==> src/rtl/ram_defs.svh <==
// Width, depth and latency macros for the RAM controller

`ifndef RAM_DEFS_SVH
`define RAM_DEFS_SVH

//////////////////////////////
// Data path

`define RAM_DATA_W      32

//////////////////////////////
// SDRAM main memory

`define SDRAM_ADDR_W    22

// Installed words, anything above reads as all ones
`define DRAM_WORDS      16384

// Access timer load value
`define SDRAM_LATENCY   4

//////////////////////////////
// Video RAM

`define VRAM_ADDR_W     15
`define VRAM_WORDS      21504

// Request to ready delays, in cycles
`define VRAM_CPU_DELAY  4
`define VRAM_VGA_DELAY  1

`endif

==> src/rtl/mem_types_pkg.sv <==
// Data word, address and memory command types

`include "ram_defs.svh"

package mem_types_pkg;

   // One data word
   typedef logic [`RAM_DATA_W-1:0] ram_word_t;

   // Word addresses
   typedef logic [`SDRAM_ADDR_W-1:0] sdram_addr_t;
   typedef logic [`VRAM_ADDR_W-1:0] vram_addr_t;

   // Command from the sequencer to the word store
   typedef enum logic [1:0]
   {
      CMD_NONE  = 2'd0,
      CMD_READ  = 2'd1,
      CMD_WRITE = 2'd2
   } mem_cmd_e;

endpackage

==> src/rtl/access_timer.sv <==
// Down-counter standing in for the SDRAM command latency

`timescale 1ns/1ps

`include "ram_defs.svh"

module access_timer
   import mem_types_pkg::*;
(
   input  logic clk,
   input  logic reset,
   input  logic start,
   output logic done
);

   localparam int CNT_W = $clog2(`SDRAM_LATENCY + 1);

   logic [CNT_W-1:0] count;

   //////////////////////////////
   // Counter

   // Zero means idle
   always_ff @(posedge clk)
   begin
      if (reset)
         count <= '0;
      else if (start)
         count <= CNT_W'(`SDRAM_LATENCY);
      else if (count != '0)
         count <= count - CNT_W'(1);
   end

   // Single pulse as the count hits zero
   always_ff @(posedge clk)
   begin
      if (reset)
         done <= 1'b0;
      else
         done <= !start && (count == CNT_W'(1));
   end

endmodule

==> config.mk <==
export PLATFORM = sky130hd
export DESIGN_NAME = access_timer
export DESIGN_NICKNAME = d
export VERILOG_FILES = /design/src/rtl/mem_types_pkg.sv /design/src/rtl/access_timer.sv
export VERILOG_INCLUDE_DIRS = /design/src /design/src/rtl
export SDC_FILE = /design/constraint.sdc
export NUM_CORES = 1
export LEC_CHECK = 0
export CAP_MARGIN = 20
export CORE_AREA = 2 2 39 41
export DETAILED_ROUTE_END_ITERATION = 10
export DIE_AREA = 0 0 41 43
export DONT_BUFFER_PORTS = 1
export MAX_ROUTING_LAYER = met4
export SETUP_SLACK_MARGIN = 0.4
export SYNTH_ARGS = -nofsm -noshare
export SYNTH_HDL_FRONTEND = slang
export SYNTH_SLANG_ARGS = --single-unit
==> constraint.sdc <==
create_clock -name clk -period 1.2 [get_ports clk]
set_input_delay 0.24 -clock clk [delete_from_list [all_inputs] [get_ports clk]]
set_output_delay 0.24 -clock clk [all_outputs]
set_load 0.02 [all_outputs]
# Yosys cells after proc, flatten, opt, wreduce, memory -nomap -nowiden
# Index checks and enable logic that the tools add are counted.
classes:
  addsub: 1
  n_eq_ne: 1
  n_mux: 2
  n_reduce_logical: 5
op_table:
  columns: ["cell", "n"]
  rows:
  - ["$mux W3", 2]
  - ["$eq A3 B1 Y1 const B", 1]
  - ["$reduce_bool A3 Y1", 1]
  - ["$sub A3 B1 Y3 const B", 1]
  - ["$reduce_bool A2 Y1", 1]
  - ["$reduce_or A2 Y1", 1]
  - ["$logic_and A1 B1 Y1", 1]
  - ["$logic_not A1 Y1", 1]
totals:
  reg_bits: 4
  inputBits: 3
  output_inout_bits: 1
  wordCells: 12

# Logic depth before layout (Yosys ltp)
logic_depth:
  ltp_word: 3
  mapped_depth: 5
  depth_no_buf: 5

# Least setup slack after synthesis
# No wires, ideal clock.
synth_path:
  path_type: "register to register"
  from: "register count[0]"
  to: "register count[1]"
  setup_ns: 0.103
  t_arrival_ns: 1.057
  t_required_ns: 1.097
  path_slack_ns: 0.040
  stages_incl_launch_ff: 6
  n_path_buf: 0
  period_less_slack_ns: 1.160
  cell_sequence: "dfxtp_1 > inv_1 > ha_1 > nand2b_4 > nor2_1 > a2111oi_2"
synth_between:
  elab_chain_cells: 1
  elab_cells_between_ends: 2
  classes_between: "1 x add/sub; 1 x reduce/logical"
synth_rtl:
  columns: ["element", "line_no", "rtl"]
  rows:
  - ["start, declared", "access_timer.sv:18", "logic [CNT_W-1:0] count;"]
  - ["start signal, assigned", "access_timer.sv:29", "count <= CNT_W'(`SDRAM_LATENCY);"]
  - ["start signal, assigned", "access_timer.sv:31", "count <= count - CNT_W'(1);"]
  - ["$sub A3 B1 Y3 / $reduce_bool A3 Y1 (equally long branches)", "access_timer.sv:31, access_timer.sv:30", null]
# Several ways; a longest one is shown, not always the timed one.
# A chain may end at the register's enable or synchronous reset.

# Worst setup path in the final report
layout_path:
  from: "register count[1]"
  to: "register count[1]"
# Same word-level chain as after synthesis.

==> impl_metrics.ini <==
[worst_setup_path]
critPathMaxFanout = 3
reg2reg_depth = 3
reg2reg_from = count[1]
critPathLaunch = count[1]
start_kind = flip-flop
required_ns = 1.32
r2r_end = count[1]
arrival_ns = 1.17
r2r_setup_slack_ns = 0.16
critPathCaptureType = flip-flop
path_class = reg2reg

[grt]
grtUsageMet1_pct = 6.39
top_usage_layer = met2
antenna_found_initial = 0
met2_usage_pct = 11.9
grt_use_met3_pct = 4.71
grt_pass1_wl_um = 765
grt_max_degree = 5
grt-ovfl-total = 0
grt_usage_pct = 7.19
grt_pass1_vias = 175

[route]
dr_total_vias = 159
wirelength_um = 421
ant_nets = 0
firstDrtPassIters = 1
via_per_inst = 3.88
drc = 0
detail_route.iter0.violations = 0
wire_per_inst_um = 10.3

[final_layout]
area_growth_pct = 59.0
stdcell_count = 41
nets = 33
final_cell_mix = clkbuf_4, buf_4
final_layout_size_suffix_gt1_share_pct = 68.0
antenna_cells = 0

[floorplanning]
ioPinCount = 4
fp.dieW_um = 41
core_um2 = 1380
die_h_um = 43
dieArea_um2 = 1760
start_util_pct = 14.6
rows = 14

[placement]
dp.cells = 35
dp_hpwl_um = 238
place.gp.congestion = 0.682
dp_slack_ns = 0.149
io_buffer_count = 0

[sta]
worst_slew_pin_slew_ns = 0.231
setup_violations = 0
fin_ws_ns = 0.158
drv_slew = 0
max_freq_mhz = 960
final.setup.tns_ns = 0
period_share_pct = 86.8
finClkSkew_ns = 0.00316
max-slew-margin-rel_pct = 84.6
final-hold-violation-count = 0
rsz0062_at_grt = true
fin_crit_ns = 1.04

[pwr]
p_seq_share_pct = 35.8
clkPwrFrac_pct = 37.4
powerDensity_nw_per_um2 = 1350
switching_share_pct = 26.2
power_frac_comb_pct = 26.8
leakage_nw = 0.115
p_switching_mw = 0.113
ir_drop_uv = 701
p_int_mw = 0.319

[synthesis]
synth_warnings = 0
ys_ff_latch = 4
avgSynthCellArea_um2 = 10.6
synth_fp_nets = 25
yosysSeqAreaShare_pct = 39.8
netlist_area_um2 = 201
syn-instance-count = 19
ys_types = 11

[worst_hold_path]
holdPathEnd = done
whs_path_depth = 1
holdCritStartpoint = reset
hold_path_class = in2reg

[clock_network]
clkTransAtPathRegs_ns = 0.04
clk_latency_ns = 0.23
numCtsBuffers = 3
clock-sinks = 4
cts_hold_buffers = 0
cts.htree.levels = 1
cts_tree = yes
root_buffer = clkbuf_4
clk_path_buf_depth = 2

[run_status]
status = completed

[flow_run]
cap_viol_max_count = 0
sequential cells by signal, indices dropped and copies added, names as in the netlist:
name and cells:
done 1, count 3
worst max path at each step:
stage,end,cells past startpoint
final,count[1],3
after global routing,count[1],3
after CTS,count[1],4
after detailed placement,count[1],4
after global placement,count[1],4
after floorplan,count[1],4
area by class of cell:
cell class,count,area [µm²]
multi-input combinational,13,161
timing repair buffer,3,22.5
clock buffer,3,22.5
fill,148,1060
tap,16,20.0
sequential,4,86.3
inverter,2,7.51
kinds of logic after synthesis:
group	Yosys count	share of synthesized area, %
AO/OA/AOI/OAI	2	11.2
flip-flops	4	39.8
XOR/XNOR	1	4.35
buffers and inverters	2	3.73
AND/OR/NAND/NOR	7	22.4
adder cells (fa/ha/maj)	3	18.6
metal layers:
metal  up-vias  wire length (µm)
met5         -                 0
met4         0                 0
met3         0                17
met2         4               246
met1        79               158
li1         76                 -
Yosys cell counts:
cell,instances,area [µm²]
dfxtp_1,4,80.1
ha_1,3,37.5
nor2_1,3,11.3
inv_1,2,7.51
a2111oi_2,1,15.0
a211oi_1,1,7.51
nand2b_4,1,13.8
nor2b_1,1,6.26
nor3_1,1,5.00
nor4b_1,1,8.76
xnor2_1,1,8.76
repair_timing:
item	4_1_cts	5_1_grt
endpoints found under the setup margin	5	5
pin swaps	2	2
buffers inserted	2	1
gates resized for setup	3	3
critical path, stage by stage, from the launching register on:
cell,delay [ns]
dfxtp_2,0.32
inv_2,0.05
ha_4,0.24
a2111oi_4,0.32
per-stage QoR:
step / area (µm²) / total power, mW / util, % / hold WS, ns
6_report: 320 / 0.432 / 23.1 / 0.0704
5_1_grt: 320 / 0.474 / 23.1 / 0.0538
4_1_cts: 293 / 0.429 / 21.2 / 0.0634
3_5_place_dp: 239 / 0.240 / 17.3 / 0.308
3_3_place_gp: 239 / 0.238 / 17.3 / 0.305
2_1_floorplan: 219 / 0.229 / - / 0.304
power groups by stage:
| stage | combinational [mW] | sequential (mW) | clock [mW] |
|---|---|---|---|
| 6_report | 0.116 | 0.154 | 0.161 |
| 5_1_grt | 0.129 | 0.156 | 0.189 |
| 4_1_cts | 0.104 | 0.153 | 0.171 |
| 3_5_place_dp | 0.0812 | 0.158 | 0 |
| 3_3_place_gp | 0.0786 | 0.159 | 0 |
| 2_1_floorplan | 0.0723 | 0.156 | 0 |
Power figures use the tool's default switching activity.
