==> src/rtl/ram_defs.svh <==
// Width, depth and latency macros for the RAM controller

`ifndef RAM_DEFS_SVH
`define RAM_DEFS_SVH

//////////////////////////////
// Data path

`define RAM_DATA_W      32

//////////////////////////////
// SDRAM main memory

`define SDRAM_ADDR_W    22

// Installed words, anything above reads as all ones
`define DRAM_WORDS      16384

// Access timer load value
`define SDRAM_LATENCY   4

//////////////////////////////
// Video RAM

`define VRAM_ADDR_W     15
`define VRAM_WORDS      21504

// Request to ready delays, in cycles
`define VRAM_CPU_DELAY  4
`define VRAM_VGA_DELAY  1

`endif

==> src/rtl/mem_types_pkg.sv <==
// Data word, address and memory command types

`include "ram_defs.svh"

package mem_types_pkg;

   // One data word
   typedef logic [`RAM_DATA_W-1:0] ram_word_t;

   // Word addresses
   typedef logic [`SDRAM_ADDR_W-1:0] sdram_addr_t;
   typedef logic [`VRAM_ADDR_W-1:0] vram_addr_t;

   // Command from the sequencer to the word store
   typedef enum logic [1:0]
   {
      CMD_NONE  = 2'd0,
      CMD_READ  = 2'd1,
      CMD_WRITE = 2'd2
   } mem_cmd_e;

endpackage

==> src/rtl/ctrl_types_pkg.sv <==
// SDRAM access state type

package ctrl_types_pkg;

   // Read and write each go access, busy, wait
   typedef enum logic [2:0]
   {
      SD_IDLE       = 3'd0,
      SD_READ       = 3'd1,
      SD_READ_BUSY  = 3'd2,
      SD_READ_WAIT  = 3'd3,
      SD_WRITE      = 3'd4,
      SD_WRITE_BUSY = 3'd5,
      SD_WRITE_WAIT = 3'd6
   } sdram_state_e;

endpackage

==> src/rtl/sdram_fsm.sv <==
// SDRAM access sequencer with ready and done registers

`timescale 1ns/1ps

`include "ram_defs.svh"

module sdram_fsm
   import mem_types_pkg::*;
   import ctrl_types_pkg::*;
(
   input  logic     clk,
   input  logic     reset,
   input  logic     sdram_req,
   input  logic     sdram_write,
   input  logic     timer_done,
   output logic     timer_start,
   output mem_cmd_e mem_cmd,
   output logic     sdram_ready,
   output logic     sdram_done
);

   sdram_state_e state;
   sdram_state_e state_next;

   //////////////////////////////
   // State register

   always_ff @(posedge clk)
   begin
      if (reset)
         state <= SD_IDLE;
      else
         state <= state_next;
   end

   // Read wins when both levels are up
   always_comb
   begin
      state_next = state;
      case (state)
         SD_IDLE:
         begin
            if (sdram_req)
               state_next = SD_READ;
            else if (sdram_write)
               state_next = SD_WRITE;
         end
         SD_READ:       state_next = SD_READ_BUSY;
         SD_READ_BUSY:  if (timer_done) state_next = SD_READ_WAIT;
         SD_READ_WAIT:  if (!sdram_req) state_next = SD_IDLE;
         SD_WRITE:      state_next = SD_WRITE_BUSY;
         SD_WRITE_BUSY: if (timer_done) state_next = SD_WRITE_WAIT;
         SD_WRITE_WAIT: if (!sdram_write) state_next = SD_IDLE;
         default:       state_next = SD_IDLE;
      endcase
   end

   //////////////////////////////
   // Access strobes

   assign timer_start = (state == SD_READ) || (state == SD_WRITE);

   always_comb
   begin
      case (state)
         SD_READ:  mem_cmd = CMD_READ;
         SD_WRITE: mem_cmd = CMD_WRITE;
         default:  mem_cmd = CMD_NONE;
      endcase
   end

   //////////////////////////////
   // Handshake outputs

   // Follow the request level while waiting
   always_ff @(posedge clk)
   begin
      if (reset)
         sdram_ready <= 1'b0;
      else if (state == SD_READ)
         sdram_ready <= 1'b0;
      else if (state == SD_READ_WAIT)
         sdram_ready <= sdram_req;
   end

   always_ff @(posedge clk)
   begin
      if (reset)
         sdram_done <= 1'b0;
      else if (state == SD_WRITE)
         sdram_done <= 1'b0;
      else if (state == SD_WRITE_WAIT)
         sdram_done <= sdram_write;
   end

endmodule

==> config.mk <==
export PLATFORM = sky130hd
export DESIGN_NAME = sdram_fsm
export DESIGN_NICKNAME = d
export VERILOG_FILES = /design/src/rtl/mem_types_pkg.sv /design/src/rtl/ctrl_types_pkg.sv /design/src/rtl/sdram_fsm.sv
export VERILOG_INCLUDE_DIRS = /design/src /design/src/rtl
export SDC_FILE = /design/constraint.sdc
export NUM_CORES = 1
export LEC_CHECK = 0
export ABC_AREA = 1
export BUFFER_PORTS_ARGS = -buffer_cell sky130_fd_sc_hd__buf_2
export CAP_MARGIN = 20
export CORE_AREA = 2 2 39 41
export CTS_BUF_LIST = sky130_fd_sc_hd__clkbuf_4 sky130_fd_sc_hd__clkbuf_8
export DETAILED_ROUTE_END_ITERATION = 10
export DIE_AREA = 0 0 41 43
export GPL_ROUTABILITY_DRIVEN = 1
export PLACE_DENSITY = 0.53
export SYNTH_ARGS = -nofsm -noshare
export SYNTH_HDL_FRONTEND = slang
export SYNTH_SLANG_ARGS = --single-unit
export TNS_END_PERCENT = 5
==> constraint.sdc <==
create_clock -name clk -period 3 [get_ports clk]
set_clock_uncertainty 0.05 [all_clocks]
set_input_delay 0.15 -clock clk [delete_from_list [all_inputs] [get_ports clk]]
set_output_delay 0.15 -clock clk [all_outputs]
set_load 0.02 [all_outputs]
Word level (Yosys, flattened, before mapping)
Index checks and enable logic that the tools add are counted.
Widths: inputs -> output; s select.

storage, ports and cells
  output and inout bits = 5
  logic and storage cells = 27
  bits in registers = 5
  input port bits = 5

cells by class
  multiplexer cells = 8
  reductions and logical operators = 5
  equal/unequal tests = 11

operator list
  kind                number
  $pmux 3 s7          1
  $mux 3              6
  $eq 3x3->1 const B  3
  $ne 2x2->1 const B  4
  $eq 3x2->1 const B  2
  $reduce_and 5->1    1
  $pmux 2 s2          1
  $reduce_or 2->1     2
  $eq 3x1->1 const B  1
  $logic_not 3->1     1
  $ne 3x3->1 const B  1
  $logic_or 1x1->1    1

Longest topological paths before layout
Gate-level depths: netlist of the first run.

  depth after elaboration = 3
  mapped depth = 7
  mapped depth without buffers = 6

Least setup slack after synthesis of the first run
OpenSTA, ideal clock, no wires.

  kind = register -> output
  from = reg state[1]
  to = out timer_start
  data required time = 2.800 ns
  arrival = 1.000 ns
  stages on the path, launching flop included = 4
  path buffers = 0
  slack = 1.800 ns
  cells stage by stage = dfxtp_1 inv_2 nand2_1 o21ai_0

on the way
  word-level cells in the longest chain between the ends = 2
  elaborated cells between the ends (all ways) = 3
  those cells by class = eq/ne: 2; reduce/logical: 1

RTL lines
  what                                      RTL line         text
  from (decl)                               sdram_fsm.sv:22  sdram_state_e state;
  from (signal assigned)                    sdram_fsm.sv:33  state <= state_next;
  $eq 3x1->1 or $eq 3x3->1 (tied branches)  sdram_fsm.sv:61  assign timer_start = (state == SD_READ) || (state == SD_WRITE);
  $logic_or 1x1->1 (*)                      sdram_fsm.sv:61
  to (decl)                                 sdram_fsm.sv:16  output logic timer_start,

Mark *: on every way between the ends. The rest lies on a longest branch, timed or not.

Worst setup path in the final report of the first run
  from = reg state[0]
  to = out timer_start

Same word-level chain as after synthesis.

==> metrics list, run 1 <==
* Leakage: 0.2439 nW
- Capturing element type of the critical path: output pin
- Count of hold-fix buffers inserted at cts: 0
- Ranked by total cell area, the synthesized netlist is headed by sky130_fd_sc_hd__dfxtp_1 (27%), sky130_fd_sc_hd__nand2_1 (10%), sky130_fd_sc_hd__inv_1 (7.2%).
- Power, Total: 0.0004010 W
- Unique cell type count in the Yosys netlist: 15
* DP HPWL: 597.1 um
- The number of placed instances, taps included, is 79.
* Maximum buffer depth of the clock tree: 2
* Hold Violations, Final: 0
- Global-route met2 utilization: 0.1313
- CP arrival: 1.25 ns
- The repair_antennas step left the layout with diodes totalling 0.
* DR vias: 395
* Number of vias per cell: 4.759
- Post-route cell area: 444.2 um2
* Setup Viol. Count Final: 0
* Setup slack at placement: 1.700 ns
- The die covers 1763 um2.
- Filler cell count in the final layout: 152
* Post-synthesis async set-or-reset flop share: 0
- For met3 alone, demand over resource in global routing was 0.03141.
- Number of instances resized during post-cts repair: 0
- Fraction of post-synthesis cell area in the top cell type by area: 0.2749
* Number of sinks driven by the clock tree: 5
- Number of synthesized flops with an enable pin: 0
* Sequential area share after synthesis: 0.2749
- Pin placement for this block handled 10 I/O pins.
* Max-cap viol count: 0
- RSZ-0062 raised after global routing: false
* Most utilized layer in the global route result: met1
- Area added between synthesis and finish: 21.99%
- Rows: 14
* Final wirelength: 799 um
* Mapped Cells: 56
- Yosys printed 0 warnings.
* Net count of the mapped netlist: 61
* Kind of start point of the critical path: flop
* Vias in the first global route: 323
- By count the netlist is led by sky130_fd_sc_hd__nand2_1 (10), sky130_fd_sc_hd__inv_1 (7), sky130_fd_sc_hd__nor2_1 (7).
* Buffer cell driving the clock tree root: sky130_fd_sc_hd__clkbuf_4
- The biggest area contributor in the post-synthesis netlist is sky130_fd_sc_hd__dfxtp_1.
- Initial cell density of the core: 0.2631
- In the final layout, the share of cells above drive strength 1 is 0.2985.
- The first global-routing pass estimated 1290 um of wire.
- DRT antenna net count: 0
- After synthesis the cells add up to 364.1 um2.
* Final routed wire length divided by cell count: 9.627 um
- For this run, global-route usage on met1 was measured as 0.1484.
* Max Freq: 690.8 MHz
* Total DRC errors in the routed layout: 0
- Core box area: 1384 um2
- The smallest clock period supported by the final layout is computed as 1.448 ns.
- Worst Slack Setup Final: 1.552 ns
- During placement, the flow inserted port buffers numbering 9.
* Slew Viols, Final: 0
- Number of buffers created by CTS: 3
- Final weighted congestion of routability-driven global placement: 0.6858
- Clock insertion delay at the later pin of the skew report: 0.25 ns
- In this run the power density over the cells is 902.9 nW/um2.
- Entering global routing, the biggest net connects 12 pins.
* Area after DPL: 414.1 um2
* Antenna violations before repair: 0
- In this run the tightest slew margin relative to its limit is 0.7797.
- In the post-synthesis netlist, the cell with the most instances is sky130_fd_sc_hd__nand2_1.
* Violation count after the first detailed-routing iteration: 16
- Buffers added to address setup during post-CTS repair amount to 0.
- A synthesized cell averages 6.502 um2.
* Die width: 41 um
- Across every metal layer, demand over resource in global routing totals 0.1156.
- Number of nets in the finished design: 73
- Sum of overflow across all layers after global routing: 0
* Post-synthesis register bit count: 5
* Path type of the worst min-delay path: in2reg
* Final cell count without fillers: 83
- IR analysis of the VDD net gives a maximum drop of 0.0002640 V.
- Die H: 43 um
- Largest fanout on the critical path: 8
- Final clock period utilization by the worst path: 0.4825
* Transition at the pin with the smallest max-transition slack: 0.3301 ns
* Number of iterations in the first detailed-routing pass: 4
- After clock tree synthesis, the clock-pin slew on the worst setup and hold paths is 0.05 ns.
* CTS H-tree lvls: 1
- Critical path data required time: 2.80 ns
- By startpoint and endpoint, the worst setup path is classified as reg2out.
- In the final timing run, aggregate negative setup slack is 0 ns.
- The flow ran to the end, and the final reports show no timing, DRC or antenna violations.
* CTS tree: yes
- Among all flip-flop cells after synthesis, the most frequent one is sky130_fd_sc_hd__dfxtp_1.
[routing by layer]
layer / share of wire / vias up
li1: - / 209
met1: 0.46 / 166
met2: 0.46 / 17
met3: 0.060 / 3
met4: 0.021 / 0
met5: 0 / -
[state kept, by name, summed over array words and instances (netlist names)]
| name | count |
|---|---|
| sdram_done | 1 |
| sdram_ready | 1 |
| state | 3 |
[report_power, final]
part           switching, W  total (W)  internal (W)
clock             0.0000353  0.0000950     0.0000598
sequential        0.0000357   0.000119     0.0000833
combinational      0.000117   0.000187     0.0000704
[worst max-delay path, cell delays in order, from the launching register on]
cell and delay (ns):
sky130_fd_sc_hd__dfxtp_1 0.39, sky130_fd_sc_hd__nor2_2 0.21, sky130_fd_sc_hd__nand2_1 0.11, sky130_fd_sc_hd__o21ai_0 0.09, sky130_fd_sc_hd__buf_2 0.18
[cell families (layout without fill, tap and decap cells)]
kind of cell,after synthesis,after routing,synth area share
buffers and inverters,11,22,0.1340
AO/OA/AOI/OAI,7,7,0.1168
AND/OR/NAND/NOR,33,33,0.4742
flip-flops,5,5,0.2749
[worst paths after layout]
check                               start                      end  slack [ns]  cells after the start
setup / recovery    state[0]$_SDFFE_PP0P_              timer_start        1.55                      4
hold / removal                      reset  sdram_done$_SDFFE_PP0N_        0.15                      4
setup reg to reg    state[2]$_SDFFE_PP0P_    state[2]$_SDFFE_PP0P_        1.68                      5
hold reg to reg   sdram_done$_SDFFE_PP0N_  sdram_done$_SDFFE_PP0N_        0.51                      4
[stage by stage]
| step | util | hold WS [ns] |
|---|---|---|
| 2_1_floorplan | - | 0.2909 |
| 3_3_place_gp | 0.2993 | 0.4207 |
| 6_report | 0.3210 | 0.1460 |
| 4_1_cts | 0.3210 | 0.1468 |
| 5_1_grt | 0.3210 | 0.1725 |
| 3_5_place_dp | 0.2993 | 0.4168 |
[area by class of cell]
class | instances | area, um2 | share of cell area
Sequential cell | 5 | 100.1 | 0.2254
Multi-Input combinational cell | 40 | 215.2 | 0.4845
Timing Repair Buffer | 9 | 45.04 | 0.1014
Tap cell | 16 | 20.02 | 0.04507
Inverter | 9 | 33.78 | 0.07606
Clock buffer | 4 | 30.03 | 0.06761
[layout by cell type, fill, tap and decap left out]
master	count
sky130_fd_sc_hd__buf_2	9
sky130_fd_sc_hd__clkbuf_4	4
sky130_fd_sc_hd__dfxtp_1	5
sky130_fd_sc_hd__inv_1	7
sky130_fd_sc_hd__inv_2	2
sky130_fd_sc_hd__nand2_1	10
sky130_fd_sc_hd__nand2_4	1
sky130_fd_sc_hd__nand3_1	3
sky130_fd_sc_hd__nand3_2	2
sky130_fd_sc_hd__nand4_1	3
sky130_fd_sc_hd__nand4_2	1
sky130_fd_sc_hd__nor2_1	7
sky130_fd_sc_hd__nor2_2	1
sky130_fd_sc_hd__nor3_1	5
sky130_fd_sc_hd__o21ai_0	4
sky130_fd_sc_hd__o21bai_1	3
(Power assumes the default switching activity.)
==> inputs of run 2 (changes only) <==
Settings changed: PLACE_DENSITY 0.53 to 0.55.
Clock period 3 ns to 1.23 ns, I/O delays scaled along.
==> run 2 against run 1 <==
Compared with the run above: first-iteration DRC count fell by 88%; largest cell class unchanged; via count rose by 8.1%; global-route usage rose by 0.59 points; critical path depth did not move; power rose to 2.9 times the previous value; clock-buffer cell count did not move; sequential share of layout area fell by 1.6 points; cell count rose by 9.6%; non-clock buffer count rose by 8; clock power rose by 130%; combinational power rose to 3.5 times the previous value; design area rose by 20%.
==> metrics list, run 2 (same netlist as run 1, synthesis figures left out) <==
- In the global route stage, overall resource usage came out at 0.1215.
- Port buffering added 9 buffers.
- CP startpoint: state[0]$_SDFFE_PP0P_
* Max Freq: 836.5 MHz
- Summing all flip-flop and latch instances after layout gives 111.4 um2.
* Total power density per cell area: 2178 nW/um2
- Setup Viol. Count Final: 0
* Setup slack at placement: 0.01312 ns
* Post-route cell area: 533.0 um2
* Rows: 14
- Area after DPL: 444.2 um2
- Power, Total: 0.001161 W
- Number of vias per cell: 4.692
- For the worst setup path, the data arrival time is 1.08 ns.
- Maximum buffer depth of the clock tree: 2
* Slew Viols, Final: 0
* Sum of overflow across all layers after global routing: 0
- Launching point of the worst reg2reg path: state[0]$_SDFFE_PP0P_
- In the final layout, the share of cells above drive strength 1 is 0.4533.
- Before antenna repair, the detailed router went through 4 iterations.
- The number of hold-slack violations in the final timing report is 0.
* Core box area: 1384 um2
* Count of hold-fix buffers inserted at cts: 0
- Number of sinks driven by the clock tree: 5
- DRT antenna net count: 0
- The analysis attributes to cell leakage a power of 0.2866 nW.
- Vias in the first global route: 354
- The worst pin sits at a relative slew slack of 0.8780.
- Largest fanout on the critical path: 4
- The tree is rooted in a sky130_fd_sc_hd__clkbuf_4.
* Leading cell type in the layout, fill and taps excluded: sky130_fd_sc_hd__buf_4
* Top library cells by usage in the layout, fill and taps aside: sky130_fd_sc_hd__buf_4 (10), sky130_fd_sc_hd__nand2_1 (8), sky130_fd_sc_hd__inv_1 (7), sky130_fd_sc_hd__buf_2 (7), sky130_fd_sc_hd__nor2_1 (6)
- At the worst endpoint, the required time is 1.12 ns.
* Kind of start point of the critical path: flop
- The worst path in the final design needs a cycle of 1.195 ns, including I/O delays and setup.
* FF-to-FF path depth: 5
* DR vias: 427
* Number of buffers created by CTS: 3
- The first global-routing pass estimated 1400 um of wire.
- Flip-flop count of the largest register, all copies and words added: 3
- Pin count of the biggest net entering global routing: 8
* Die width: 41 um
* Filler cell count in the final layout: 158
- Worst Slack Setup Final: 0.03455 ns
- After detailed routing, the number of remaining DRC violations is 0.
* Die H: 43 um
* Biggest register: state
- Die area: 1763 um2
* CTS H-tree lvls: 1
* Utilization after layout: 0.3852
- Once detailed placement completed, the half-perimeter wirelength came to 652.4 um.
- At the end of routability-driven placement, the weighted congestion stood at 0.7448.
* Final routed wire length divided by cell count: 9.560 um
- Final clock period utilization by the worst path: 0.9719
- Area added between synthesis and finish: 46.39%
- TritonCTS built the clock tree.
- Number of top-level design ports: 10
* Worst R2R Setup Slack: 0.06 ns
- Summing all multi-input logic gate instances after layout gives 227.7 um2.
- Transition at the pin with the smallest max-transition slack: 0.1817 ns
- Critical R2R Capture: state[0]$_SDFFE_PP0P_
- Clock transition at the registers of the reported paths: 0.05 ns
- Violation count after the first detailed-routing iteration: 2
- Clock insertion delay at the later pin of the skew report: 0.25 ns
- 0 antenna diodes ended up in the layout.
* Path type of the worst min-delay path: in2reg
- Category of the critical setup timing path: reg2out
- The worst setup path is captured at an output pin.
- The worst-case IR drop observed on VDD is 0.0007853 V.
- The critical path ends at timer_start.
- Largest registers: state (3), sdram_done (1), sdram_ready (1)
- The final layout contains routed wiring with a total length of 870 um.
- For this configuration, the core starts out at a cell density of 0.2631.
* Result of the run: complete, no violations
- The tool flagged a number of max-cap violations equal to 0.
- Antenna violations before repair: 0
- Number of nets in the finished design: 81
- Setup repair after global routing could not meet its margin everywhere.
run 2: worst max-delay path: stages (launching register included):
cell and delay, ns:
sky130_fd_sc_hd__dfxtp_4 0.37, sky130_fd_sc_hd__buf_4 0.12, sky130_fd_sc_hd__nand2_2 0.06, sky130_fd_sc_hd__o21ai_1 0.13
sky130_fd_sc_hd__buf_4 0.15
run 2: worst min-delay path by stage:
| stage | slack (ns) | end | depth (start not counted) | start |
|---|---|---|---|---|
| after floorplan | 0.20 | state[0]$_SDFFE_PP0P_ | 3 | reset |
| after global placement | 0.33 | state[2]$_SDFFE_PP0P_ | 4 | reset |
| after detailed placement | 0.34 | state[0]$_SDFFE_PP0P_ | 4 | reset |
| after CTS | 0.07 | state[0]$_SDFFE_PP0P_ | 4 | reset |
| after global routing | 0.09 | state[0]$_SDFFE_PP0P_ | 4 | reset |
| final | 0.06 | state[0]$_SDFFE_PP0P_ | 4 | reset |
run 2: per-stage QoR:
stage | instances | hold WS (ns) | TNS [ns]
floorplan | 56 | 0.2024 | 0
global placement | 83 | 0.3321 | 0
detailed placement | 83 | 0.3390 | 0
CTS | 91 | 0.06605 | 0
global route | 91 | 0.08914 | -0.03867
finish | 91 | 0.06220 | 0
run 2: power breakdown:
group          internal (W)  total [W]  switching [W]
combinational      0.000301   0.000652       0.000352
clock              0.000145   0.000218      0.0000733
sequential         0.000224   0.000290      0.0000662
run 2: metal layers:
layer	vias to the layer above	share of wire	GRT usage	routed length (um)
li1	225	-	-	-
met1	190	0.45	0.1479	392
met2	8	0.47	0.1594	413
met3	4	0.033	0.01571	29
met4	0	0.039	0.1400	34
met5	-	0	0	0
run 2: timing repair:
action / CTS / global route
setup endpoints to repair: 3 / 6
setup buffers: 4 / 0
pin swaps: 0 / 2
resized for setup: 7 / 6
run 2: cell type report:
class | instances | area share
flip-flops and latches | 5 | 0.2089
repair buffers | 17 | 0.2066
clock buffers | 4 | 0.05634
multi-input cells | 40 | 0.4272
inverters | 9 | 0.06338
well taps | 16 | 0.03756
